<file path="src/include/platform_defines.svh">
// address map and memory depth of the data-side fabric
// masks select the window, the low bits are the offset inside it
`ifndef PLATFORM_DEFINES_SVH
`define PLATFORM_DEFINES_SVH

// data memory, 4 KiB window
`define DMEM_BASE_ADDR          32'h0001_0000
`define DMEM_MASK               32'hFFFF_F000
// must fit the window, 1024 words of 4 bytes
`define DMEM_DEPTH_WORDS        1024

// machine timer, four word registers
`define MTIMER_BASE_ADDR        32'h0003_0000
`define MTIMER_MASK             32'hFFFF_FFF0

// word index inside the timer window, addr bits 3:2
`define MTIMER_IDX_MTIME_LO     2'd0
`define MTIMER_IDX_MTIME_HI     2'd1
`define MTIMER_IDX_MTIMECMP_LO  2'd2
`define MTIMER_IDX_MTIMECMP_HI  2'd3

// led status register, every offset aliases it
`define LED_DRIVER_BASE_ADDR    32'h0002_0000
`define LED_DRIVER_MASK         32'hFFFF_FFF0

`endif

</file>
<file path="src/design/platform_pkg.sv">
// shared bus and target types of the data-side fabric
`default_nettype none

package platform_pkg;

    // data word on the bus
    typedef logic [31:0] word_t;

    // byte address
    typedef logic [31:0] addr_t;

    // byte enables, one per lane
    typedef logic [3:0] sel_t;

    // led status value
    typedef logic [7:0] led_t;

    // timer counter and compare value
    typedef logic [63:0] mtime_t;

    // addressed target of a request
    // TGT_NONE doubles as idle and unmapped, the decoder keeps a valid bit beside it
    typedef enum logic [1:0]
    {
        TGT_DMEM,
        TGT_TIMER,
        TGT_LED,
        TGT_NONE
    } target_e;

endpackage : platform_pkg

`default_nettype wire

</file>
<file path="src/design/mtimer.sv">
// mtime counts every clock, irq is level and stays high while mtime >= mtimecmp
// a write to mtime replaces that cycle's increment
`timescale 1ns/10ps
`default_nettype none

`include "platform_defines.svh"

module mtimer
    import platform_pkg::*;
(
    input  wire             clk_i,
    input  wire             rstn_i,

    input  wire             stb_i,
    input  wire             we_i,
    input  wire addr_t      addr_i,
    input  wire sel_t       sel_i,
    input  wire word_t      wdata_i,

    output word_t           rdata_o,
    output logic            ack_o,
    output logic            irq_timer_o
);

    logic [1:0] reg_idx;
    logic       wr;
    mtime_t     mtime_q;
    mtime_t     mtime_d;
    mtime_t     mtimecmp_q;
    mtime_t     mtimecmp_d;
    word_t      rd_word;

    // byte-enabled merge of one word
    function automatic word_t merge_bytes(word_t old_w, word_t new_w, sel_t sel);
        word_t res;
        res = old_w;
        for (int b = 0; b < 4; b++)
        begin
            if (sel[b])
            begin
                res[8*b +: 8] = new_w[8*b +: 8];
            end
        end
        return res;
    endfunction

    assign reg_idx = addr_i[3:2];
    assign wr      = stb_i && we_i;

    // next register values
    always_comb
    begin
        mtime_d    = mtime_q + 64'd1;
        mtimecmp_d = mtimecmp_q;

        if (wr)
        begin
            case (reg_idx)
                `MTIMER_IDX_MTIME_LO:
                    mtime_d = {mtime_q[63:32], merge_bytes(mtime_q[31:0], wdata_i, sel_i)};
                `MTIMER_IDX_MTIME_HI:
                    mtime_d = {merge_bytes(mtime_q[63:32], wdata_i, sel_i), mtime_q[31:0]};
                `MTIMER_IDX_MTIMECMP_LO:
                    mtimecmp_d[31:0] = merge_bytes(mtimecmp_q[31:0], wdata_i, sel_i);
                default:
                    mtimecmp_d[63:32] = merge_bytes(mtimecmp_q[63:32], wdata_i, sel_i);
            endcase
        end
    end

    // read select, current values
    always_comb
    begin
        case (reg_idx)
            `MTIMER_IDX_MTIME_LO:    rd_word = mtime_q[31:0];
            `MTIMER_IDX_MTIME_HI:    rd_word = mtime_q[63:32];
            `MTIMER_IDX_MTIMECMP_LO: rd_word = mtimecmp_q[31:0];
            default:                 rd_word = mtimecmp_q[63:32];
        endcase
    end

    always_ff @(posedge clk_i)
    begin
        if (!rstn_i)
        begin
            mtime_q     <= '0;
            mtimecmp_q  <= '1;
            irq_timer_o <= 1'b0;
            ack_o       <= 1'b0;
            rdata_o     <= '0;
        end
        else
        begin
            mtime_q     <= mtime_d;
            mtimecmp_q  <= mtimecmp_d;
            // compare on next values so irq moves with the write's ack
            irq_timer_o <= (mtime_d >= mtimecmp_d);
            ack_o       <= stb_i;
            rdata_o     <= (stb_i && !we_i) ? rd_word : '0;
        end
    end

endmodule : mtimer

`default_nettype wire

</file>
<file path="config.mk">
export PLATFORM = sky130hd
export DESIGN_NAME = mtimer
export DESIGN_NICKNAME = d
export VERILOG_FILES = /design/src/design/platform_pkg.sv /design/src/design/mtimer.sv
export VERILOG_INCLUDE_DIRS = /design/src /design/src/include
export SDC_FILE = /design/constraint.sdc
export NUM_CORES = 1
export LEC_CHECK = 0
export BUFFER_PORTS_ARGS = -buffer_cell sky130_fd_sc_hd__clkbuf_2
export CAP_MARGIN = 15
export CORE_MARGIN = 1.5
export CORE_UTILIZATION = 35
export DETAILED_ROUTE_END_ITERATION = 10
export SYNTH_ARGS = -nofsm -noshare
export SYNTH_HDL_FRONTEND = slang
export SYNTH_SLANG_ARGS = --single-unit
</file>
<file path="constraint.sdc">
create_clock -name clk_i -period 10.3 [get_ports clk_i]
set_input_delay 0 -clock clk_i [delete_from_list [all_inputs] [get_ports clk_i]]
set_output_delay 0 -clock clk_i [all_outputs]
set_load 0.03 [all_outputs]
</file>
# Word level (Yosys, flattened, before mapping)
# Index checks and enable logic that the tools add are counted.
dict set report op_classes {
  n_addsub 1
  eq_ne 2
  mux 22
  magnitude_cmp 1
  n_reduce_logical 6
}
# cell count
set op_table {}
lappend op_table {{two-way mux 64 bit} 2}
lappend op_table {{two-way mux 8 bit} 16}
lappend op_table {{case mux 64 bit (2 select lines)} 1}
lappend op_table {{case mux 32 bit (3 select lines)} 1}
lappend op_table {{adder 64 x 1 -> 64 bit, second input constant} 1}
lappend op_table {{greater-or-equal comparator 64 bit} 1}
lappend op_table {{two-way mux 32 bit} 2}
lappend op_table {{OR reduction 3 bit} 1}
lappend op_table {{equality test 2 x 1 -> 1 bit, second input constant} 1}
lappend op_table {{equality test 2 bit, second input constant} 1}
lappend op_table {{logical AND 1 bit} 2}
lappend op_table {{logical NOT 2 bit} 1}
lappend op_table {{AND reduction 2 bit} 1}
lappend op_table {{logical NOT 1 bit} 1}
dict set report totals {
  output_inout_bits 34
  register_bits 162
  elab_cells 37
  inputBits 72
}

# Longest topological paths before layout
dict set report logic_depth {
  word_depth 5
  ltp_mapped 15
}

# Worst setup path before layout
# OpenSTA, ideal clock, no wires.
dict set report synth_path {
  kind {flip-flop to flip-flop}
  from {register mtime_q[27]}
  to {register irq_timer_o}
  stages_incl_launch_ff 15
  path_buffers 1
  setup_time_ns 0.081
  path_slack_ns 6.997
  required_ns 10.219
  synth_period_minus_slack_ns 3.303
  arrival_time_ns 3.223
  path_cell_list {dfxtp_1 -> nand3_2 -> or3_4 -> or4_4 -> buf_6 -> nor4_4 -> nor3_1 -> a211oi_1 -> ha_1 -> nand4_1 -> nor4_1 -> nand3_1 -> a211oi_1 -> a21oi_1 -> a41oi_1}
}
dict set report synth_between {
  elab_chain_len 4
  word_cells_on_any_way 5
  cone_classes {add/sub: 1; order compare: 1; mux: 3}
}
# element line
set synth_rtl {}
lappend synth_rtl {{start, declared} mtimer.sv:27} ;# mtime_t mtime_q;
lappend synth_rtl {{start signal, assigned} mtimer.sv:94} ;# mtime_q <= mtime_d;
lappend synth_rtl {{adder 64 x 1 -> 64 bit *} mtimer.sv:53} ;# mtime_d = mtime_q + 64'd1;
lappend synth_rtl {{case mux 64 bit (2 select lines)} mtimer.sv:58} ;# case (reg_idx)
lappend synth_rtl {{two-way mux 64 bit *} mtimer.sv:56} ;# if (wr)
lappend synth_rtl {{named net mtime_d[63]} mtimer.sv:28} ;# mtime_t mtime_d;
lappend synth_rtl {{greater-or-equal comparator 64 bit *} mtimer.sv:97} ;# irq_timer_o <= (mtime_d >= mtimecmp_d);
lappend synth_rtl {{end signal, assigned} mtimer.sv:97}
lappend synth_rtl {{end, declared} mtimer.sv:22} ;# output logic irq_timer_o
# Mark *: on every way through the listed nets, which the timed path passes. The rest lies on a longest branch.
# A chain may end at the register's enable or synchronous reset.

# Final worst setup path
dict set report layout_path {
  from {register mtime_q[4]}
  to {register irq_timer_o}
}
# The elaborated chain is that of the path after synthesis.

==> impl_results.md <==
* Status: complete, no violations
* DR vias at 8,786
* Clock Pin Slew Worst Setup and Hold Paths at 0.07 ns
* Nets at about 1,300
* Worst VDD drop at 0.0925 mV
* First-pass GRT wire length at 47.9 mm
* Setup violations, final at 0
* #FFs+latches synth at 162
* Slew at the pin closest to its max-slew limit at 1.05 ns
* CTS H-Tree Depth at 4
* Ys Warns at 0
* Area delta synth->final at 16.1%
* GRT Total Usage at 22.0%
* Initial antenna violation count at 1
* Crit Path Class: register to register
* Post-synth EDFFs at 0
* DRC at 0
* Critical Path Start Type: register
* Clock power share at 42.8%
* Headroom to the max-slew limit at 30.3%
* Synth area leaders: dfxtp_1 34%, ha_1 8.5%, mux4_2 7.3%
* Initial DRC count at 916
* Post-Syn Nets at 1,215
* GR Layer Usage met1 at a little under a third
* Num CTS Buffers at 17
* CTS Buffer Depth at 2
* Cell Int Power at 1.05 mW
* Proportion of layout cells with a drive suffix above 1 at ~15%
* Fmax at 201 MHz
* Initial core utilization at 35.7%
* Syn Inst Count at 1,078
* Reg power frac at between 40% and 50%
* Leakage at roughly 4.9 nW
* Largest net degree at the start of global routing at about 100
* Clock latency on the worst-skew pair at about 0.44 ns
* Min Hold Slack at 0.210 ns
* Final Hold Vio Count at 0
* P_sw at 385 µW
* Sw frac at 26.7%
* Root Buffer: clkbuf_16
* Post-Syn Area per Cell at roughly 9 µm²
* Number of global-route vias before repair at 8,222
* Die height at ~170 µm
* Die area at 28,400 µm²
* CP Capture Type: register
* Final setup TNS at 0 ns
* Dominant cell type by area after synthesis: dfxtp_1
* Min cycle time layout at 4.97 ns
* RSZ-0062 raised after global routing: no
* Max Slew Vio Count at 0
* Async set-reset flop share out of synthesis at 0%
* GPL Wtd Cong at 0.926
* Post-synth cell types at 68
* Logic pwr share at 11.2%
* Detailed Routing Iterations Pass 1 at 5
* Post-route clock skew at 0.0160 ns
* CTS tree: built
* Synthesized cell area at 9580 µm²
* TritonCTS Sinks at 162
* Prevailing post-synth register cell: dfxtp_1
* Top post-synthesis cells by count: 162 x dfxtp_1, 130 x nand2_1, 90 x nor2_1
* Grt ovf at 0
* CP Data Required Time at around 11 ns
* Min-Delay Path Class: input port to register
* HPWL Detailed at 21.8 mm
* Critical path peak fanout at 9
* Max_cap viols at 0
* PortBufs at 75
* Power Dens Cells at 129 nW/µm²
* Tcrit/Tclk final at 48.3%
* Most common cell in the synthesized netlist: dfxtp_1
* Detailed Route WL at 30.6 mm
* Worst Path Arrival at roughly 5.3 ns
* Post-detailed-route count of antenna-violating nets at 0
* Post-synthesis sequential area ratio at about 34%
* Via/cell ratio at slightly below 6
* I/O pins at 106
* Placeable Area at about 27,000 µm²
* Global Route met3 Usage at 4.28%
* GRT busiest layer: met2
* Top cell type's share of synthesized area at 33.8%
* Wire per inst at 20.2 µm
* Met2 usage at 34.2%
* Die X at 168 µm
* Rows at 60
stage by stage:
stage          area, µm²  utilization [%]  power [mW]  cells  worst slack, ns
2_1_floorplan       9580                -       0.774   1078             7.00
3_3_place_gp       10300             38.1       0.825   1452             5.52
3_5_place_dp       10300             38.1       0.827   1452             5.48
4_1_cts            11100             41.4        1.45   1515             5.42
5_1_grt            11100             41.4        1.50   1516             5.02
6_report           11100             41.4        1.44   1516             5.33
registers in the layout, indices dropped and copies added, names as in the netlist:
name,cells
mtime_q,64
mtimecmp_q,64
irq_timer_o,1
ack_o,1
rdata_o,32
per-layer routing:
layer	wire (µm)	vias up	share of wire, %
met5	0	-	0
met1	14000	4189	46
met2	13800	347	45
li1	-	4211	-
met3	2300	39	7.5
met4	548	0	1.8
what timing repair did:
item / in CTS / in global routing
buffers inserted: 0 / 0
hold buffers: 33 / 0
hold endpoints to repair: 92 / 0
gates resized for setup: 0 / 0
area by class of cell:
| class | instances | area (µm²) |
|---|---|---|
| fill | 2718 | 15700 |
| multi-input combinational | 857 | 6110 |
| sequential | 162 | 3240 |
| timing repair buffer | 118 | 781 |
| clock buffer | 21 | 460 |
| tap | 341 | 427 |
| clock inverter | 9 | 82.6 |
| inverter | 7 | 26.3 |
| antenna | 1 | 2.50 |
worst paths after layout:
kind	start	to	slack, ns	cells after the start
hold / removal	sel_i[1]	mtime_q[46]	0.21	5
setup / recovery	mtime_q[4]	irq_timer_o	5.33	12
hold reg to reg	mtimecmp_q[10]	mtimecmp_q[10]	0.50	2
setup reg to reg	mtime_q[4]	irq_timer_o	5.33	12
critical path, stage by stage (launching register included):
cell	delay, ns
dfxtp_1	0.49
and3_1	0.44
nand2_1	0.38
nor4_2	0.69
nand2_1	0.24
o311ai_0	0.68
ha_1	0.29
nand4_1	0.16
nor4_1	0.68
nand3_1	0.19
a211oi_1	0.22
a21oi_1	0.09
a41oi_1	0.30
power groups by stage:
stage          sequential [mW]  combinational, mW  clock (mW)
2_1_floorplan            0.677             0.0969           0
3_3_place_gp             0.674              0.150           0
3_5_place_dp             0.675              0.151           0
4_1_cts                  0.661              0.162       0.628
5_1_grt                  0.664              0.178       0.656
6_report                 0.662              0.162       0.616
cells by family after synthesis:
kind of cell	share of synthesized area, %
muxes	14.4
DFF	33.8
and+or+nand+nor	27.5
xor gates and xnor gates	0.183
AOI/OAI and AO/OA	13.1
adders and majority gates	8.49
buffers and inverters	2.43
cell usage in the layout (no fill, tap or decap), drive strengths merged, types with 35 or more instances in the layout:
master	instances
clkbuf	95
nand3	52
nand2	130
ha	65
a21oi	57
mux2i	65
dfxtp	162
nand4	38
nor2b	35
nor2	90
and2	46
No activity file was read; power rests on OpenSTA's default activity.
