**config.mk**
```make
export PLATFORM = sky130hd
export DESIGN_NAME = wb_addr_decoder
export DESIGN_NICKNAME = d
export VERILOG_FILES = /design/src/design/platform_pkg.sv /design/src/design/wb_addr_decoder.sv
export VERILOG_INCLUDE_DIRS = /design/src /design/src/include
export SDC_FILE = /design/constraint.sdc
export NUM_CORES = 1
export LEC_CHECK = 0
export BUFFER_PORTS_ARGS = -buffer_cell sky130_fd_sc_hd__buf_2
export CORE_MARGIN = 3
export CORE_UTILIZATION = 25
export DETAILED_ROUTE_END_ITERATION = 16
export HOLD_SLACK_MARGIN = 0.15
export PLACE_DENSITY = 0.83
export SYNTH_ARGS = -nofsm -noshare
export SYNTH_HDL_FRONTEND = slang
export SYNTH_SLANG_ARGS = --single-unit
```
**constraint.sdc**
```tcl
create_clock -name clk_i -period 2 [get_ports clk_i]
set_clock_uncertainty 0.15 [all_clocks]
set_input_delay 0.4 -clock clk_i [delete_from_list [all_inputs] [get_ports clk_i]]
set_output_delay 0.4 -clock clk_i [all_outputs]
set_load 0.1 [all_outputs]
```
**src/include/platform_defines.svh**
```systemverilog
// address map and memory depth of the data-side fabric
// masks select the window, the low bits are the offset inside it
`ifndef PLATFORM_DEFINES_SVH
`define PLATFORM_DEFINES_SVH

// data memory, 4 KiB window
`define DMEM_BASE_ADDR          32'h0001_0000
`define DMEM_MASK               32'hFFFF_F000
// must fit the window, 1024 words of 4 bytes
`define DMEM_DEPTH_WORDS        1024

// machine timer, four word registers
`define MTIMER_BASE_ADDR        32'h0003_0000
`define MTIMER_MASK             32'hFFFF_FFF0

// word index inside the timer window, addr bits 3:2
`define MTIMER_IDX_MTIME_LO     2'd0
`define MTIMER_IDX_MTIME_HI     2'd1
`define MTIMER_IDX_MTIMECMP_LO  2'd2
`define MTIMER_IDX_MTIMECMP_HI  2'd3

// led status register, every offset aliases it
`define LED_DRIVER_BASE_ADDR    32'h0002_0000
`define LED_DRIVER_MASK         32'hFFFF_FFF0

`endif

```
**src/design/platform_pkg.sv**
```systemverilog
// shared bus and target types of the data-side fabric
`default_nettype none

package platform_pkg;

    // data word on the bus
    typedef logic [31:0] word_t;

    // byte address
    typedef logic [31:0] addr_t;

    // byte enables, one per lane
    typedef logic [3:0] sel_t;

    // led status value
    typedef logic [7:0] led_t;

    // timer counter and compare value
    typedef logic [63:0] mtime_t;

    // addressed target of a request
    // TGT_NONE doubles as idle and unmapped, the decoder keeps a valid bit beside it
    typedef enum logic [1:0]
    {
        TGT_DMEM,
        TGT_TIMER,
        TGT_LED,
        TGT_NONE
    } target_e;

endpackage : platform_pkg

`default_nettype wire

```
**src/design/wb_addr_decoder.sv**
```systemverilog
// no stall, every target must answer exactly one cycle after its strobe
// unmapped addresses complete with err instead of ack
`timescale 1ns/10ps
`default_nettype none

`include "platform_defines.svh"

module wb_addr_decoder
    import platform_pkg::*;
(
    input  wire             clk_i,
    input  wire             rstn_i,

    // master request side
    input  wire             m_cyc_i,
    input  wire             m_stb_i,
    input  wire addr_t      m_addr_i,

    // target responses
    input  wire word_t      dmem_rdata_i,
    input  wire             dmem_ack_i,
    input  wire word_t      tmr_rdata_i,
    input  wire             tmr_ack_i,
    input  wire word_t      led_rdata_i,
    input  wire             led_ack_i,

    // steered strobes, one-hot
    output logic            dmem_stb_o,
    output logic            tmr_stb_o,
    output logic            led_stb_o,

    // master response side
    output word_t           m_rdata_o,
    output logic            m_ack_o,
    output logic            m_err_o
);

    logic    req_acc;
    target_e tgt_d;
    target_e tgt_q;
    logic    valid_q;

    // accepted in every cycle with cyc and stb, no stall
    assign req_acc = m_cyc_i && m_stb_i;

    // later match wins, order dmem, timer, led
    always_comb
    begin
        tgt_d = TGT_NONE;

        if (req_acc)
        begin
            if ((m_addr_i & `DMEM_MASK) == `DMEM_BASE_ADDR)
            begin
                tgt_d = TGT_DMEM;
            end

            if ((m_addr_i & `MTIMER_MASK) == `MTIMER_BASE_ADDR)
            begin
                tgt_d = TGT_TIMER;
            end

            if ((m_addr_i & `LED_DRIVER_MASK) == `LED_DRIVER_BASE_ADDR)
            begin
                tgt_d = TGT_LED;
            end
        end
    end

    // strobes already carry the acceptance through tgt_d
    assign dmem_stb_o = (tgt_d == TGT_DMEM);
    assign tmr_stb_o  = (tgt_d == TGT_TIMER);
    assign led_stb_o  = (tgt_d == TGT_LED);

    // select for the response cycle
    always_ff @(posedge clk_i)
    begin
        if (!rstn_i)
        begin
            tgt_q   <= TGT_NONE;
            valid_q <= 1'b0;
        end
        else
        begin
            tgt_q   <= tgt_d;
            valid_q <= req_acc;
        end
    end

    // response mux
    always_comb
    begin
        m_rdata_o = '0;
        m_ack_o   = 1'b0;

        case (tgt_q)
            TGT_DMEM:
            begin
                m_rdata_o = dmem_rdata_i;
                m_ack_o   = dmem_ack_i;
            end
            TGT_TIMER:
            begin
                m_rdata_o = tmr_rdata_i;
                m_ack_o   = tmr_ack_i;
            end
            TGT_LED:
            begin
                m_rdata_o = led_rdata_i;
                m_ack_o   = led_ack_i;
            end
            default:
            begin
                m_rdata_o = '0;
                m_ack_o   = 1'b0;
            end
        endcase
    end

    // accepted but matched nothing
    assign m_err_o = valid_q && (tgt_q == TGT_NONE);

endmodule : wb_addr_decoder

`default_nettype wire

```
# --- Word-level counts from Yosys, hierarchy flattened ---
# Index checks and enable logic that the tools add are counted.
# W data, S select, Z words.
classes:
  eq_ne: 8
  n_reduce_logical: 4
  mux: 6
ops:
  columns: ["op", "n"]
  rows:
  - ["$pmux W32 S3", 1]
  - ["$eq A28 B14 Y1 const B", 2]
  - ["$eq A20 B5 Y1 const B", 1]
  - ["$mux W2", 4]
  - ["$eq A2 B2 Y1 const B", 3]
  - ["$eq A2 B1 Y1 const B", 2]
  - ["$logic_not A2 Y1", 2]
  - ["$pmux W1 S3", 1]
  - ["$logic_and A1 B1 Y1", 2]
totals:
  reg_bits: 3
  elab_cells: 20
  output_inout_bits: 37

# --- Depth between registers and ports, before layout ---
depth:
  word_depth: 6
  depth_mapped: 6
  ltp_nobuf: 4

# --- Worst setup path before layout ---
# Ideal clock, no wire load.
synth_path:
  path_kind: "in2out"
  from: "input m_addr_i[26]"
  to: "output dmem_stb_o"
  required_time_ns: 1.450
  arrival_time_ns: 3.732
  slack_ns: -2.282
  path_buffers: 0
  stages: 3
  cell_sequence: "nor4_2 > nand2_1 > nor4_1"
synth_via:
  elab_chain_len: 6
synth_lines:
  columns: ["element", "line", "source"]
  rows:
  - ["start, declared", "wb_addr_decoder.sv:17", "input wire addr_t m_addr_i,"]
  - ["$eq A20 B5 Y1 (no line)", null, null]
  - ["$mux W2", "wb_addr_decoder.sv:53", "if ((m_addr_i & `DMEM_MASK) == `DMEM_BASE_ADDR)"]
  - ["$mux W2", "wb_addr_decoder.sv:58", "if ((m_addr_i & `MTIMER_MASK) == `MTIMER_BASE_ADDR)"]
  - ["$mux W2 *", "wb_addr_decoder.sv:63", "if ((m_addr_i & `LED_DRIVER_MASK) == `LED_DRIVER_BASE_ADDR)"]
  - ["$mux W2 *", "wb_addr_decoder.sv:51", "if (req_acc)"]
  - ["$logic_not A2 Y1 *", "wb_addr_decoder.sv:71", "assign dmem_stb_o = (tgt_d == TGT_DMEM);"]
  - ["end, declared", "wb_addr_decoder.sv:28", "output logic dmem_stb_o,"]
# Mark *: on every way between the ends. The rest lies on a longest branch, timed or not.

# --- Worst setup path after layout ---
layout_path:
  from: "input m_addr_i[22]"
  to: "output tmr_stb_o"
layout_via:
  elab_chain_len: 6
layout_lines:
  columns: ["element", "line", "source"]
  rows:
  - ["$eq A20 B5 Y1 (no line)", null, null]
  - ["$mux W2", "wb_addr_decoder.sv:53", null]
  - ["$mux W2", "wb_addr_decoder.sv:58", null]
  - ["$mux W2 *", "wb_addr_decoder.sv:63", null]
  - ["$mux W2 *", "wb_addr_decoder.sv:51", null]
  - ["$eq A2 B1 Y1 *", "wb_addr_decoder.sv:72", "assign tmr_stb_o = (tgt_d == TGT_TIMER);"]
  - ["end, declared", "wb_addr_decoder.sv:29", "output logic tmr_stb_o,"]
# Marked as above.

==> out/qor.yml <==
floorplan:
  rows: 21
  die_width_um: 66.3
  core_um2: 3420
  die_h_um: 66.3
  start_util_pct: 26.6
  ios: 172
  dieArea_um2: 4390
finish:
  drive_gt1_share_pct: 87.1
  areaGrowthSynthToFinish_pct: 266
  fin_nets: 455
  fillers: 53
  final_cells: 367
  design_area_um2: 3330
  regArea_um2: 67.6
  multi_input_area_um2: 1440
run_status:
  outcome: "finished with violations"
  violations: "setup timing"
global_route:
  grt_pass1_vias: 1844
  grt_usage_pct: 25.3
  grt_pass1_wl_um: 8420
  overflow: 0
  grt_antenna_before_repair: 2
  grt_max_degree: 35
critical_path:
  worst_ep_arrival_time_ps: 2010
  cp.required_ps: 1450
  startpoint_type: "primary input"
  crit_path_end_kind: "output port"
  crit_type: "primary input to output port"
  critPathMaxFanout: 2
synth:
  synth_flop_cell: "dfxtp_1"
  synthTopCellsByCount: "nand2_1, o21ai_0, mux2i_1, clkbuf_1"
  syn_inst: 139
  yosys.cell_count.top_type: "nand2_1"
  synth_cell_types: 17
  synth_area_leaders: "mux2i_1, o21ai_0, nand2_1"
  synth_edf_count: 0
  ys_seq_area_share_pct: 6.61
  synth_area_um2: 908
  yosysTopAreaCell: "mux2i_1"
  ys_seq_elements: 3
  yosys_warnings: 0
  async_flop_share_pct: 0
  synth_top_area_share_pct: 36.4
  synth_fp_nets: 274
  syn_area_per_cell_um2: 6.54
sta:
  slew_viol_final: 0
  worst_slew_pin_slew_ps: 363
  finalSetupViolations: 36
  hold_viol: 0
  relSlewSlack_pct: 75.1
  holdWs_ps: 331
  layout_min_cycle_time_ps: 2560
  setup_tns_ps: -2850
  setup_slack_ps: -564
  clock.fmax_mhz: 390
  rsz0062_at_grt: "yes"
  finalCritPeriodShare_pct: 128
clock_network:
  cts_tree: "done"
  path_clk_slew_ps: 40
  htreeDepth: 1
  clock_path_buffers: 2
  clock-root-buffer: "clkbuf_4"
  ctsHoldBuffers: 0
  clkSinkCount: 3
  cts_buffers: 3
place:
  place_congestion: 0.707
  io_buffers: 167
  hpwl_um: 4980
  placed_area_um2: 2860
  dp_cells: 352
drt:
  routedWlPerCell_um: 31.8
  drc: 0
  finalWirelength_um: 11700
  final_antenna_net_count: 0
  detail_route.iter0.violations: 286
  num_vias: 2397
  via_per_inst: 6.53
  drt-pass1-iter-count: 7
power_and_ir_drop:
  p_leak_uw: 0.00158
  ir_drop_mv: 0.238
  p_total_uw: 478
  p_per_area_nw_per_um2: 144
job:
  cap_violations: 0
min_path:
  min_path_cells: 2
  worstHoldEndpoint: "valid_q"
  hold_path.class: "primary input to flop"
  hold_start: "rstn_i"
cell usage in the layout, fill, tap and decap left out, types with 2 or more instances in the layout:
| cell | netlist | final |
|---|---|---|
| buf_12 | 0 | 39 |
| buf_2 | 5 | 122 |
| buf_4 | 0 | 9 |
| buf_6 | 0 | 11 |
| clkbuf_16 | 0 | 4 |
| clkbuf_4 | 0 | 3 |
| dfxtp_4 | 0 | 2 |
| diode_2 | 0 | 2 |
| mux2i_1 | 33 | 17 |
| mux2i_2 | 0 | 10 |
| mux2i_4 | 0 | 6 |
| nand2_1 | 36 | 10 |
| nand2_2 | 0 | 21 |
| nand2_4 | 0 | 5 |
| nand3b_1 | 2 | 2 |
| nor3_1 | 2 | 2 |
| nor4_1 | 5 | 2 |
| nor4_4 | 0 | 6 |
| o21ai_0 | 35 | 2 |
| o21ai_2 | 0 | 2 |
| o21ai_4 | 0 | 31 |
worst max-delay path by stage:
| stage | from | endpoint | slack [ps] | cells after the start |
|---|---|---|---|---|
| 6_report | m_addr_i[22] | tmr_stb_o | -560 | 6 |
| 5_1_grt | m_addr_i[22] | tmr_stb_o | -660 | 6 |
| 4_1_cts | m_addr_i[22] | led_stb_o | -310 | 6 |
| 3_5_place_dp | m_addr_i[22] | tmr_stb_o | -340 | 6 |
| 3_3_place_gp | m_addr_i[22] | tmr_stb_o | -280 | 6 |
| 2_1_floorplan | m_addr_i[15] | tmr_stb_o | -740 | 4 |
sequential cells by signal, indices dropped and copies added (netlist names):
register,cells
valid_q,1
tgt_q,2
critical path, cell delays in order:
cell and delay [ps]:
buf_6 110, nor4_4 360, nand4_1 240, or3_4 430, nor4_4 250, buf_12 220
report_power, final:
part           switching [µW]  internal [µW]  total [µW]  leakage, µW
Combinational             151            139         291      0.00154
Clock                    52.9           76.1         129    0.0000150
Sequential              0.587           58.1        58.7    0.0000242
Total                     205            274         478      0.00158
stage by stage:
step | utilization (%) | setup slack [ps]
6_report | 97.4 | -564
5_1_grt | 97.4 | -658
4_1_cts | 86.6 | -307
3_5_place_dp | 83.8 | -337
3_3_place_gp | 83.8 | -285
2_1_floorplan | - | -744
routing by layer:
metal | share of wire (%) | track usage [%] | up-vias
li1 | - | - | 869
met1 | 29 | 22.6 | 1054
met2 | 46 | 50.7 | 325
met3 | 12 | 8.67 | 149
met4 | 14 | 9.64 | 0
met5 | 0 | 0 | -
logic make-up after synthesis:
| group | Yosys count | share of synthesized area, % |
|---|---|---|
| and+or+nand+nor | 56 | 32.1 |
| AOI/OAI and AO/OA | 35 | 19.3 |
| muxes | 33 | 36.4 |
| buffers and inverters | 12 | 5.65 |
| DFF | 3 | 6.61 |
final cells by class:
cell class | instances | share of cell area [%]
Multi-Input combinational cell | 124 | 43.3
Inverter | 1 | 0.113
Sequential cell | 3 | 2.03
Clock buffer | 4 | 0.789
Antenna cell | 2 | 0.150
Timing Repair Buffer | 187 | 51.8
Tap cell | 46 | 1.73
what timing repair did:
| item | CTS | global route |
|---|---|---|
| pin swaps | 3 | 6 |
| endpoints found under the setup margin | 11 | 24 |
| gates resized for setup | 11 | 58 |
| setup buffers | 2 | 2 |
| hold endpoints to repair | 0 | 0 |
| gates cloned | 0 | 5 |
No activity file was read; power rests on OpenSTA's default activity.
