==> src/include/platform_defines.svh <==
// address map and memory depth of the data-side fabric
// masks select the window, the low bits are the offset inside it
`ifndef PLATFORM_DEFINES_SVH
`define PLATFORM_DEFINES_SVH

// data memory, 4 KiB window
`define DMEM_BASE_ADDR          32'h0001_0000
`define DMEM_MASK               32'hFFFF_F000
// must fit the window, 1024 words of 4 bytes
`define DMEM_DEPTH_WORDS        1024

// machine timer, four word registers
`define MTIMER_BASE_ADDR        32'h0003_0000
`define MTIMER_MASK             32'hFFFF_FFF0

// word index inside the timer window, addr bits 3:2
`define MTIMER_IDX_MTIME_LO     2'd0
`define MTIMER_IDX_MTIME_HI     2'd1
`define MTIMER_IDX_MTIMECMP_LO  2'd2
`define MTIMER_IDX_MTIMECMP_HI  2'd3

// led status register, every offset aliases it
`define LED_DRIVER_BASE_ADDR    32'h0002_0000
`define LED_DRIVER_MASK         32'hFFFF_FFF0

`endif

==> src/design/platform_pkg.sv <==
// shared bus and target types of the data-side fabric
`default_nettype none

package platform_pkg;

    // data word on the bus
    typedef logic [31:0] word_t;

    // byte address
    typedef logic [31:0] addr_t;

    // byte enables, one per lane
    typedef logic [3:0] sel_t;

    // led status value
    typedef logic [7:0] led_t;

    // timer counter and compare value
    typedef logic [63:0] mtime_t;

    // addressed target of a request
    // TGT_NONE doubles as idle and unmapped, the decoder keeps a valid bit beside it
    typedef enum logic [1:0]
    {
        TGT_DMEM,
        TGT_TIMER,
        TGT_LED,
        TGT_NONE
    } target_e;

endpackage : platform_pkg

`default_nettype wire

==> src/design/led_driver.sv <==
// one 8-bit status register, aliased over its whole window
// only byte lane 0 is written, reads come back zero-extended
`timescale 1ns/10ps
`default_nettype none

module led_driver
    import platform_pkg::*;
(
    input  wire             clk_i,
    input  wire             rstn_i,

    input  wire             stb_i,
    input  wire             we_i,
    input  wire sel_t       sel_i,
    input  wire word_t      wdata_i,

    output word_t           rdata_o,
    output logic            ack_o,
    output led_t            led_status_o
);

    led_t led_q;
    logic wr_lane0;

    // write only takes effect with lane 0 enabled
    assign wr_lane0 = stb_i && we_i && sel_i[0];

    always_ff @(posedge clk_i)
    begin
        if (!rstn_i)
        begin
            led_q <= '0;
        end
        else if (wr_lane0)
        begin
            led_q <= wdata_i[7:0];
        end
    end

    // response, value before this cycle's write
    always_ff @(posedge clk_i)
    begin
        if (!rstn_i)
        begin
            ack_o   <= 1'b0;
            rdata_o <= '0;
        end
        else
        begin
            ack_o   <= stb_i;
            // zero on writes
            rdata_o <= (stb_i && !we_i) ? {24'h0, led_q} : '0;
        end
    end

    // pins follow the register directly
    assign led_status_o = led_q;

endmodule : led_driver

`default_nettype wire

==> config.mk <==
export PLATFORM = sky130hd
export DESIGN_NAME = led_driver
export DESIGN_NICKNAME = d
export VERILOG_FILES = /design/src/include/platform_defines.svh /design/src/design/platform_pkg.sv /design/src/design/led_driver.sv
export SDC_FILE = /design/constraint.sdc
export NUM_CORES = 1
export LEC_CHECK = 0
export BUFFER_PORTS_ARGS = -buffer_cell sky130_fd_sc_hd__buf_2
export CAP_MARGIN = 20
export CORE_MARGIN = 2
export CORE_UTILIZATION = 36
export CTS_CLUSTER_SIZE = 20
export DETAILED_ROUTE_END_ITERATION = 6
export PLACE_DENSITY = 0.86
export SKIP_CTS_REPAIR_TIMING = 1
export SLEW_MARGIN = 15
export SYNTH_ARGS = -nofsm -noshare
export SYNTH_HDL_FRONTEND = slang
export SYNTH_SLANG_ARGS = --single-unit
==> constraint.sdc <==
create_clock -name clk_i -period 1.2 [get_ports clk_i]
set_clock_uncertainty 0.1 [all_clocks]
set_input_delay 0.12 -clock clk_i [delete_from_list [all_inputs] [get_ports clk_i]]
set_output_delay 0.12 -clock clk_i [all_outputs]
set_load 0.03 [all_outputs]
# --- Yosys cells after proc, flatten, opt, wreduce, memory -nomap -nowiden ---
# Index checks and enable logic that the tools add are counted.
op_classes:
  reduce_logical: 5
ops:
  columns: ["op", "n"]
  rows:
  - ["$logic_and 1x1->1", 3]
  - ["$reduce_and 2->1", 1]
  - ["$logic_not 1->1", 1]
totals:
  regBits: 41
  in_bits: 40
  word_cells: 9
  output_inout_bits: 41

# --- Longest topological paths before layout ---
# Gate-level depths: netlist (run 1).
logic_depth:
  depth_word: 3
  depth_mapped: 4
  mapped_depth_nobuf: 2

# --- Worst setup path before layout (run 1) ---
# No wires, ideal clock.
synth_timing:
  path_kind: "register to register"
  startpoint: "register, netlist name led_status_o[0]"
  endpoint: "register led_q[0], in the netlist led_status_o[0]"
  path_buffers: 0
  path_slack_ns: 0.356
  period_less_slack_ns: 0.844
  setup_time_ns: 0.072
  required_ns: 1.028
  t_arrival_ns: 0.673
  stages_incl_launch_ff: 3
  cell_sequence: "dfxtp_1 > nand2_1 > mux2i_1"
synth_lines:
  columns: ["item", "line_no", "text"]
  rows:
  - ["end signal: assignment", "led_driver.sv:36", "led_q <= wdata_i[7:0];"]
  - ["end: declaration", "led_driver.sv:22", "led_t led_q;"]

# --- Worst setup path after layout (run 1) ---
layout_timing:
  startpoint: "register led_q[0], in the netlist led_status_o[0]"
  endpoint: "output port led_status_o[0]"
layout_lines:
  columns: ["item", "line_no", "text"]
  rows:
  - ["end: declaration", "led_driver.sv:19", "output led_t led_status_o"]
# No word-level cell between the ends.

==> results by group, run 1 <==
Yosys
  • Yosys top cell area share: 44.4%
  • Post-synthesis register bit count: 17
  • Avg Cell Area, Syn: 9.59 µm²
  • Area contributors post-synth: dfxtp_1, buf_4, mux2i_1
  • Cells after Synth: 80
  • Post-synth cell types: 10
  • Synthesized cell area: 767 µm²
  • Yosys warnings: 0
  • Sequential element share of the synthesized area: 44.4%
  • Post-synth top area cell: dfxtp_1

STA
  • Fmax: 0.938 GHz
  • Final worst path period need: 1.07 ns
  • Final hold slack: -0.0138 ns
  • Final setup viols: 0
  • Final Hold Fails: 3
  • Setup TNS: 0 ns
  • RSZ-0062 raised after global routing: false
  • Slew Limit Fails: 0
  • Period utilisation layout: 88.8%

Hold path
  • WHS Path Cells: 3
  • Hold Path Sink: led_status_o[2]
  • Hold Crit Class: primary input to flop
  • Hold Path Origin: wdata_i[2]

Worst setup path
  • CP Capture Type: primary output
  • Worst-path fanout max: 3
  • Reg2Reg Setup Slack: 0.49 ns
  • Crit path buf inv count: 1
  • Worst Setup SP: led_status_o[0]
  • Reg2reg path depth: 2
  • FF-to-FF End: led_status_o[1]
  • Cell Chain, Critical Path: buf_2
  • Setup Crit Path Kind: flop to primary output
  • Slowest cell on the critical path: dfxtp_1
  • Crit path arrival time: 0.85 ns
  • Slowest cell delay on critical path: 0.36 ns
  • CP required: 0.98 ns
  • Startpoint types: flop
  • Reg2reg start: led_status_o[1]
  • Worst path top cell family by delay: flip-flops

Global route
  • Vias in the first global route: 488
  • Pin count of the biggest net entering global routing: 11
  • First-pass GRT wire length: 2.02 mm
  • Total grt overflow: 0
  • Initial antenna violation count: 0
  • Gr usage total: 11.2%

Clocking
  • Longest Clk Path Bufs: 2
  • # H-tree levels: 1
  • Reg clk slew, reported paths: 0.09 ns
  • Num Clock Sinks: 17
  • CTS root buf: clkbuf_4
  • CTS Buf Count: 3
  • TritonCTS clock tree: yes
  • Worst-Skew Late Latency: 0.27 ns

Route
  • Wire per inst: 9.16 µm
  • Routed Antenna Nets: 0
  • DR vias: 543
  • Final wirelength: 1.31 mm
  • DRT Pass-1 Iters: 3
  • Vias per cell: 3.80
  • Initial drt markers: 2
  • DRC: 0

Floorplan
  • Die W: 50.2 µm
  • Full die area: 2520 µm²
  • Core area: 1980 µm²
  • Boundary Pins: 81
  • Starting Density: 38.7%
  • Die height: 50.2 µm
  • Row cnt: 16

Cells and area
  • Antenna cells: 0
  • Area grow syn2layout: 21.2%
  • Ratio of cells with drive above 1 in the final layout: 31.0%
  • Fill count: 205
  • Nets: 157
  • Post-route non-filler standard cell count: 143
  • Final Core Density: 46.9%

Power
  • Lkg Pwr: 0.488 nW
  • VDD IR max: 440 µV
  • Power density over the cells: 1170 nW/µm²

Place
  • Placed cell count: 134
  • Count of input and output buffers: 29
  • Routability cong.: 0.591
  • Hpwl dp: 1.07 mm

Outcome
  • Run status: finished with violations
  • Violated checks: hold timing

Flow run
  • Total of max-cap violations: 0
## cells in the final DEF (no fill, tap or decap), drive strengths merged
cell,synthesis,layout
dlygate4sd3,0,5
buf,27,31
dfxtp,17,17
nand2,16,16
conb,1,24
and3,1,1
and3b,1,1
and2,9,9
clkbuf,0,4
mux2i,8,8
## sequential cells by signal, indices dropped and copies added, names as in the netlist
name	flops
ack_o	1
led_status_o	8
rdata_o	8
## worst max path at each step
| stage | end | slack (ns) | cells past startpoint |
|---|---|---|---|
| final | led_status_o[0] | 0.13 | 1 |
| after global routing | led_status_o[6] | 0.08 | 1 |
| after CTS | led_status_o[7] | 0.12 | 1 |
| after detailed placement | led_status_o[1] | 0.25 | 4 |
| after global placement | led_status_o[3] | 0.31 | 4 |
| after floorplan | led_status_o[0] | 0.36 | 2 |
## final cells by class
type	instances	area, µm²	share of cell area (%)
well taps	27	33.8	3.63
repair buffers	36	223	24.0
flip-flops and latches	17	340	36.6
clock buffers	4	26.3	2.83
multi-input cells	59	307	33.0
## per-stage QoR
step	hold slack, ns	cell area (µm²)	power (mW)	setup WS [ns]
finish	-0.0138	930	1.08	0.134
global placement	0.264	853	0.796	0.313
detailed placement	0.280	853	0.801	0.254
global route	0.00462	930	1.14	0.0773
floorplan	0.156	853	0.819	0.356
CTS	-0.0185	880	1.08	0.125
## cells by family after synthesis
kind of cell | Yosys count | synth area share, %
simple gates | 27 | 17.8
buf+inv | 27 | 26.9
flops | 17 | 44.4
mux | 8 | 10.4
other cells | 1 | 0.489
## report_power, final
part / internal (mW) / switching, mW
Combinational: 0.0554 / 0.161
Sequential: 0.577 / 0.00667
Clock: 0.129 / 0.154
Total: 0.761 / 0.322
## metal layers
metal	part of all wire (%)	routed length, µm	vias to the layer above	GRT usage (%)
met2	56	733	29	20.0
met3	8.8	115	2	2.68
met1	33	434	242	11.0
met4	2.1	27	0	8.33
li1	-	-	270	-
met5	0	0	-	0
## cells in the mapped netlist
library cell	n
and2_1	8
and2_2	1
and3_1	1
and3b_4	1
buf_4	26
buf_6	1
conb_1	1
dfxtp_1	17
mux2i_1	8
nand2_1	16
No activity file was read; power rests on OpenSTA's default activity.
==> run 2, diff against run 1 <==
- SETUP_SLACK_MARGIN: unset -> 0.4
==> results by group, run 2 (synthesized netlist as in run 1, its figures left out) <==
Outcome
  • Run status: finished with violations
  • Violated checks: hold timing

Power
  • VDD IR max: 418 µV (-5.0%)
  • Power density over the cells: 1070 nW/µm² (-8.0%)
  • Lkg Pwr: 0.498 nW (+2.0%)
  • Total Power: 1.10 mW (+1.6%)

Floorplan
  • Full die area: 2520 µm² (unchanged)
  • Die height: 50.2 µm (unchanged)
  • Row cnt: 16 (unchanged)
  • Boundary Pins: 81 (unchanged)
  • Starting Density: 38.7% (unchanged)
  • Core area: 1980 µm² (unchanged)
  • Die W: 50.2 µm (unchanged)

STA
  • Final Hold Fails: 8 (+5)
  • Final hold slack: -0.0342 ns (-0.0205 ns)
  • Final worst path period need: 0.987 ns (-0.0786 ns)
  • RSZ-0062 raised after global routing: true
  • Period utilisation layout: 82.2% (-6.6 points)
  • Fmax: 1.01 GHz (+8.0%)
  • Final setup viols: 0 (unchanged)
  • Setup TNS: 0 ns (unchanged)
  • Slew Limit Fails: 0 (unchanged)

Place
  • Count of input and output buffers: 29 (unchanged)
  • Placed Area: 843 µm² (-1.2%)
  • Routability cong.: 0.565 (-4.4%)

Clocking
  • # H-tree levels: 1 (unchanged)
  • Num Clock Sinks: 17 (unchanged)
  • TritonCTS clock tree: yes
  • CTS root buf: clkbuf_4
  • Reg clk slew, reported paths: 0.09 ns (about the same)
  • Longest Clk Path Bufs: 2 (unchanged)
  • Worst-Skew Late Latency: 0.27 ns (about the same)
  • CTS Buf Count: 3 (unchanged)

Cells and area
  • Nets: 154 (-1.9%)
  • Fill count: 181 (-12%)
  • Antenna cells: 0 (unchanged)
  • Ratio of cells with drive above 1 in the final layout: 52.2% (+21 points)
  • Area grow syn2layout: 33.8%
  • Design Area, Final: 1030 µm² (+10%)
  • Commonest non-fill, non-tap cell in the layout: conb_1
  • Commonest cells after routing, fill and taps aside: conb_1, buf_6, dfxtp_2

Hold path
  • Hold Crit Class: primary input to flop
  • WHS Path Cells: 3 (unchanged)

Global route
  • Initial antenna violation count: 0 (unchanged)
  • Total grt overflow: 0 (unchanged)
  • Gr usage total: 9.50% (-1.7 points)
  • First-pass GRT wire length: 1.76 mm (-13%)
  • Vias in the first global route: 424 (-13%)
  • Pin count of the biggest net entering global routing: 11 (unchanged)

Route
  • Vias per cell: 3.93 (+3.5%)
  • Routed Antenna Nets: 0 (unchanged)
  • Wire per inst: 10.4 µm (+13%)
  • DR vias: 550 (+1.3%)
  • Final wirelength: 1.45 mm (+11%)
  • Initial drt markers: 3 (+1)
  • DRT Pass-1 Iters: 4 (+1)
  • DRC: 0 (unchanged)

Worst setup path
  • Worst-path fanout max: 2 (-1)
  • Crit path buf inv count: 1 (unchanged)
  • Startpoint types: flop
  • CP required: 0.98 ns (about the same)
  • Crit path arrival time: 0.77 ns (-0.08 ns)
  • Levels on crit path: 1 (unchanged)
  • Slowest cell on the critical path: dfxtp_2
  • Setup Crit Path Kind: flop to primary output
  • Slowest cell delay on critical path: 0.36 ns (about the same)
  • Worst path top cell family by delay: flip-flops
  • CP Capture Type: primary output
  • Cell Chain, Critical Path: buf_6
  • Reg2reg path depth: 3 (+1)

Flow run
  • Total of max-cap violations: 0 (unchanged)
==> run 2: changes by cell type in the layout (fill, tap and decap cells not counted), sizes merged <==
cell and change:
dlygate4sd3 -5, buf +2
==> run 2: final timing paths <==
check	start	endpoint	slack, ns
max	led_status_o[3]	led_status_o[3]	0.21
min	wdata_i[0]	led_status_o[0]	-0.03
max reg2reg	led_status_o[3]	led_status_o[3]	0.41
min reg2reg	led_status_o[0]	led_status_o[0]	0.37
==> run 2: layer usage <==
| metal | routed length, µm | vias up | track usage [%] | part of all wire, % |
|---|---|---|---|---|
| met5 | 0 | - | 0 | 0 |
| met2 | 751 | 36 | 16.0 | 52 |
| met3 | 152 | 2 | 2.08 | 10 |
| li1 | - | 264 | - | - |
| met4 | 17 | 0 | 8.33 | 1.2 |
| met1 | 529 | 248 | 9.83 | 37 |
==> run 2: layout make-up <==
class                   count  area, µm²  share of cell area, %
flip-flops and latches     17        362                   35.2
multi-input cells          59        315                   30.7
repair buffers             33        289                   28.2
well taps                  27       33.8                   3.29
clock buffers               4       26.3                   2.56
==> run 2: worst reg2reg max path, delay by kind of cell, from the launching register on <==
family        cells  cell delay, ns
flops             1            0.36
mux               1            0.13
buf+inv           1            0.10
simple gates      1            0.03
==> run 2: through the flow <==
stage	utilization (%)	setup WS [ns]	std cells
floorplan	-	0.399	103
global placement	42.6	0.108	133
detailed placement	42.6	0.0579	133
CTS	43.9	0.156	137
global route	51.8	0.179	140
finish	51.8	0.213	140
==> run 2: where the power goes <==
part,switching [mW],internal (mW),total (mW)
clock,0.159,0.129,0.288
combinational,0.163,0.0608,0.224
sequential,0.00953,0.579,0.588
==> run 3, diff against run 2 <==
- CORE_UTILIZATION: 36 -> 30
- PLACE_DENSITY: 0.86 -> 0.76
- clock period: 1.2 -> 0.85 ns (I/O delays scaled with it)
==> results by group, run 3 (synthesized netlist as in run 1, its figures left out) <==
Worst setup path
  • Reg2reg path depth: 2 (-1)
  • Worst-path fanout max: 3 (+1)
  • Slowest cell delay on critical path: 0.36 ns (about the same)
  • Crit path arrival time: 0.76 ns (about the same)
  • Worst Setup SP: led_status_o[3]
  • Setup Crit Path Kind: flop to primary output
  • Reg2Reg Setup Slack: 0.03 ns (-0.38 ns)
  • Worst path top cell family by delay: flip-flops
  • Reg2reg start: led_status_o[6]
  • Setup crit end: led_status_o[3]
  • Cell Chain, Critical Path: buf_6
  • Levels on crit path: 1 (unchanged)
  • Startpoint types: flop
  • Slowest cell on the critical path: dfxtp_4
  • CP required: 0.66 ns (-0.32 ns)
  • Crit path buf inv count: 1 (unchanged)
  • CP Capture Type: primary output
  • FF-to-FF End: rdata_o[6]

Clocking
  • CTS Buf Count: 3 (unchanged)
  • Reg clk slew, reported paths: 0.09 ns (about the same)
  • # H-tree levels: 1 (unchanged)
  • Longest Clk Path Bufs: 2 (unchanged)
  • Num Clock Sinks: 17 (unchanged)
  • TritonCTS clock tree: yes
  • CTS root buf: clkbuf_4
  • Worst-Skew Late Latency: 0.27 ns (about the same)

Global route
  • First-pass GRT wire length: 1.77 mm (+0.40%)
  • Gr usage total: 8.72% (-0.78 points)
  • Initial antenna violation count: 0 (unchanged)
  • Total grt overflow: 0 (unchanged)
  • Vias in the first global route: 449 (+5.9%)
  • Pin count of the biggest net entering global routing: 10 (-1)

STA
  • Final setup viols: 17 (+17)
  • Slew Limit Fails: 0 (unchanged)
  • Final worst path period need: 0.946 ns
  • Period utilisation layout: 111%
  • Setup TNS: -1.50 ns (-1.50 ns)
  • Final hold slack: -0.0625 ns (-0.0283 ns)
  • Final Hold Fails: 8 (unchanged)
  • RSZ-0062 raised after global routing: true
  • Fmax: 1.06 GHz
  • Final worst setup slack: -0.0964 ns (-0.309 ns)

Flow run
  • Total of max-cap violations: 0 (unchanged)

Cells and area
  • Nets: 160 (+3.9%)
  • Area grow syn2layout: 47.0%
  • Antenna cells: 0 (unchanged)
  • Commonest non-fill, non-tap cell in the layout: conb_1
  • Commonest cells after routing, fill and taps aside: conb_1, buf_6, dfxtp_4
  • Ratio of cells with drive above 1 in the final layout: 57.1% (+4.9 points)

Place
  • Count of input and output buffers: 29 (unchanged)
  • Hpwl dp: 1.11 mm
  • Routability cong.: 0.712 (+26%)

Power
  • Lkg Pwr: 0.540 nW (+8.5%)
  • Combinational power share: 22.1% (+1.8 points)
  • Seq pwr share: 51.9% (-1.6 points)
  • Psw: 0.460 mW (+39%)
  • VDD IR max: 1040 µV (+150%)
  • Int Pwr: 1.06 mW (+37%)
  • Clock network power share: 26.1% (about the same)
  • Power density over the cells: 1350 nW/µm² (+25%)
  • Sw Share: 30.3% (+0.19 points)

Floorplan
  • Starting Density: 31.2% (-7.5 points)
  • Boundary Pins: 81 (unchanged)
  • Row cnt: 18 (+2)
  • Full die area: 2980 µm² (+18%)
  • Die height: 54.6 µm (+8.8%)
  • Die W: 54.6 µm (+8.8%)
  • Core area: 2450 µm² (+24%)

Route
  • Routed Antenna Nets: 0 (unchanged)
  • Initial drt markers: 0 (-3)
  • DR vias: 560 (+1.8%)
  • DRT Pass-1 Iters: 1 (-3)
  • Vias per cell: 3.76 (-4.3%)
  • Wire per inst: 9.36 µm (-9.5%)
  • Final wirelength: 1.40 mm (-3.7%)
  • DRC: 0 (unchanged)

Outcome
  • Run status: finished with violations
  • Violated checks: hold timing, setup timing

Hold path
  • Hold Crit Class: primary input to flop
-- run 3: worst min-delay path by stage --
stage               startpoint  depth (start not counted)  slack [ns]              end
finish              wdata_i[3]                          3       -0.06  led_status_o[3]
detailed placement  wdata_i[0]                          3        0.23  led_status_o[0]
global route        wdata_i[6]                          3       -0.08  led_status_o[6]
CTS                 wdata_i[0]                          3       -0.08  led_status_o[0]
floorplan           wdata_i[0]                          2        0.12  led_status_o[0]
global placement    wdata_i[3]                          3        0.22  led_status_o[3]
-- run 3: final cells by class --
type,count,area (µm²)
Fill cell,249,1330
Clock buffer,4,26.3
Sequential cell,17,404
Timing Repair Buffer,39,334
Tap cell,30,37.5
Multi-Input combinational cell,59,325
-- run 3: layer usage --
metal | share of wire (%) | GRT usage, %
met5 | 0 | 0
met4 | 0 | 3.75
met3 | 9.7 | 3.28
met2 | 51 | 14.9
met1 | 39 | 9.62
-- run 3: stage by stage --
step                      total power, mW  std cells  setup WS (ns)  utilization (%)  instance area, µm²
after CTS                            1.51        144         -0.175             39.0                 958
after floorplan                      1.12        103          0.127                -                 930
after global routing                 1.61        149         -0.140             45.9                1130
final                                1.52        149        -0.0964             45.9                1130
after detailed placement             1.10        140        -0.0574             38.0                 932
after global placement               1.09        140        -0.0206             38.0                 932
-- run 3: power groups by stage --
stage / clock network (mW) / registers [mW] / logic (mW)
final: 0.395 / 0.786 / 0.335
after global routing: 0.465 / 0.789 / 0.355
after global placement: 0 / 0.800 / 0.291
after floorplan: 0 / 0.838 / 0.286
after CTS: 0.429 / 0.783 / 0.294
after detailed placement: 0 / 0.802 / 0.293
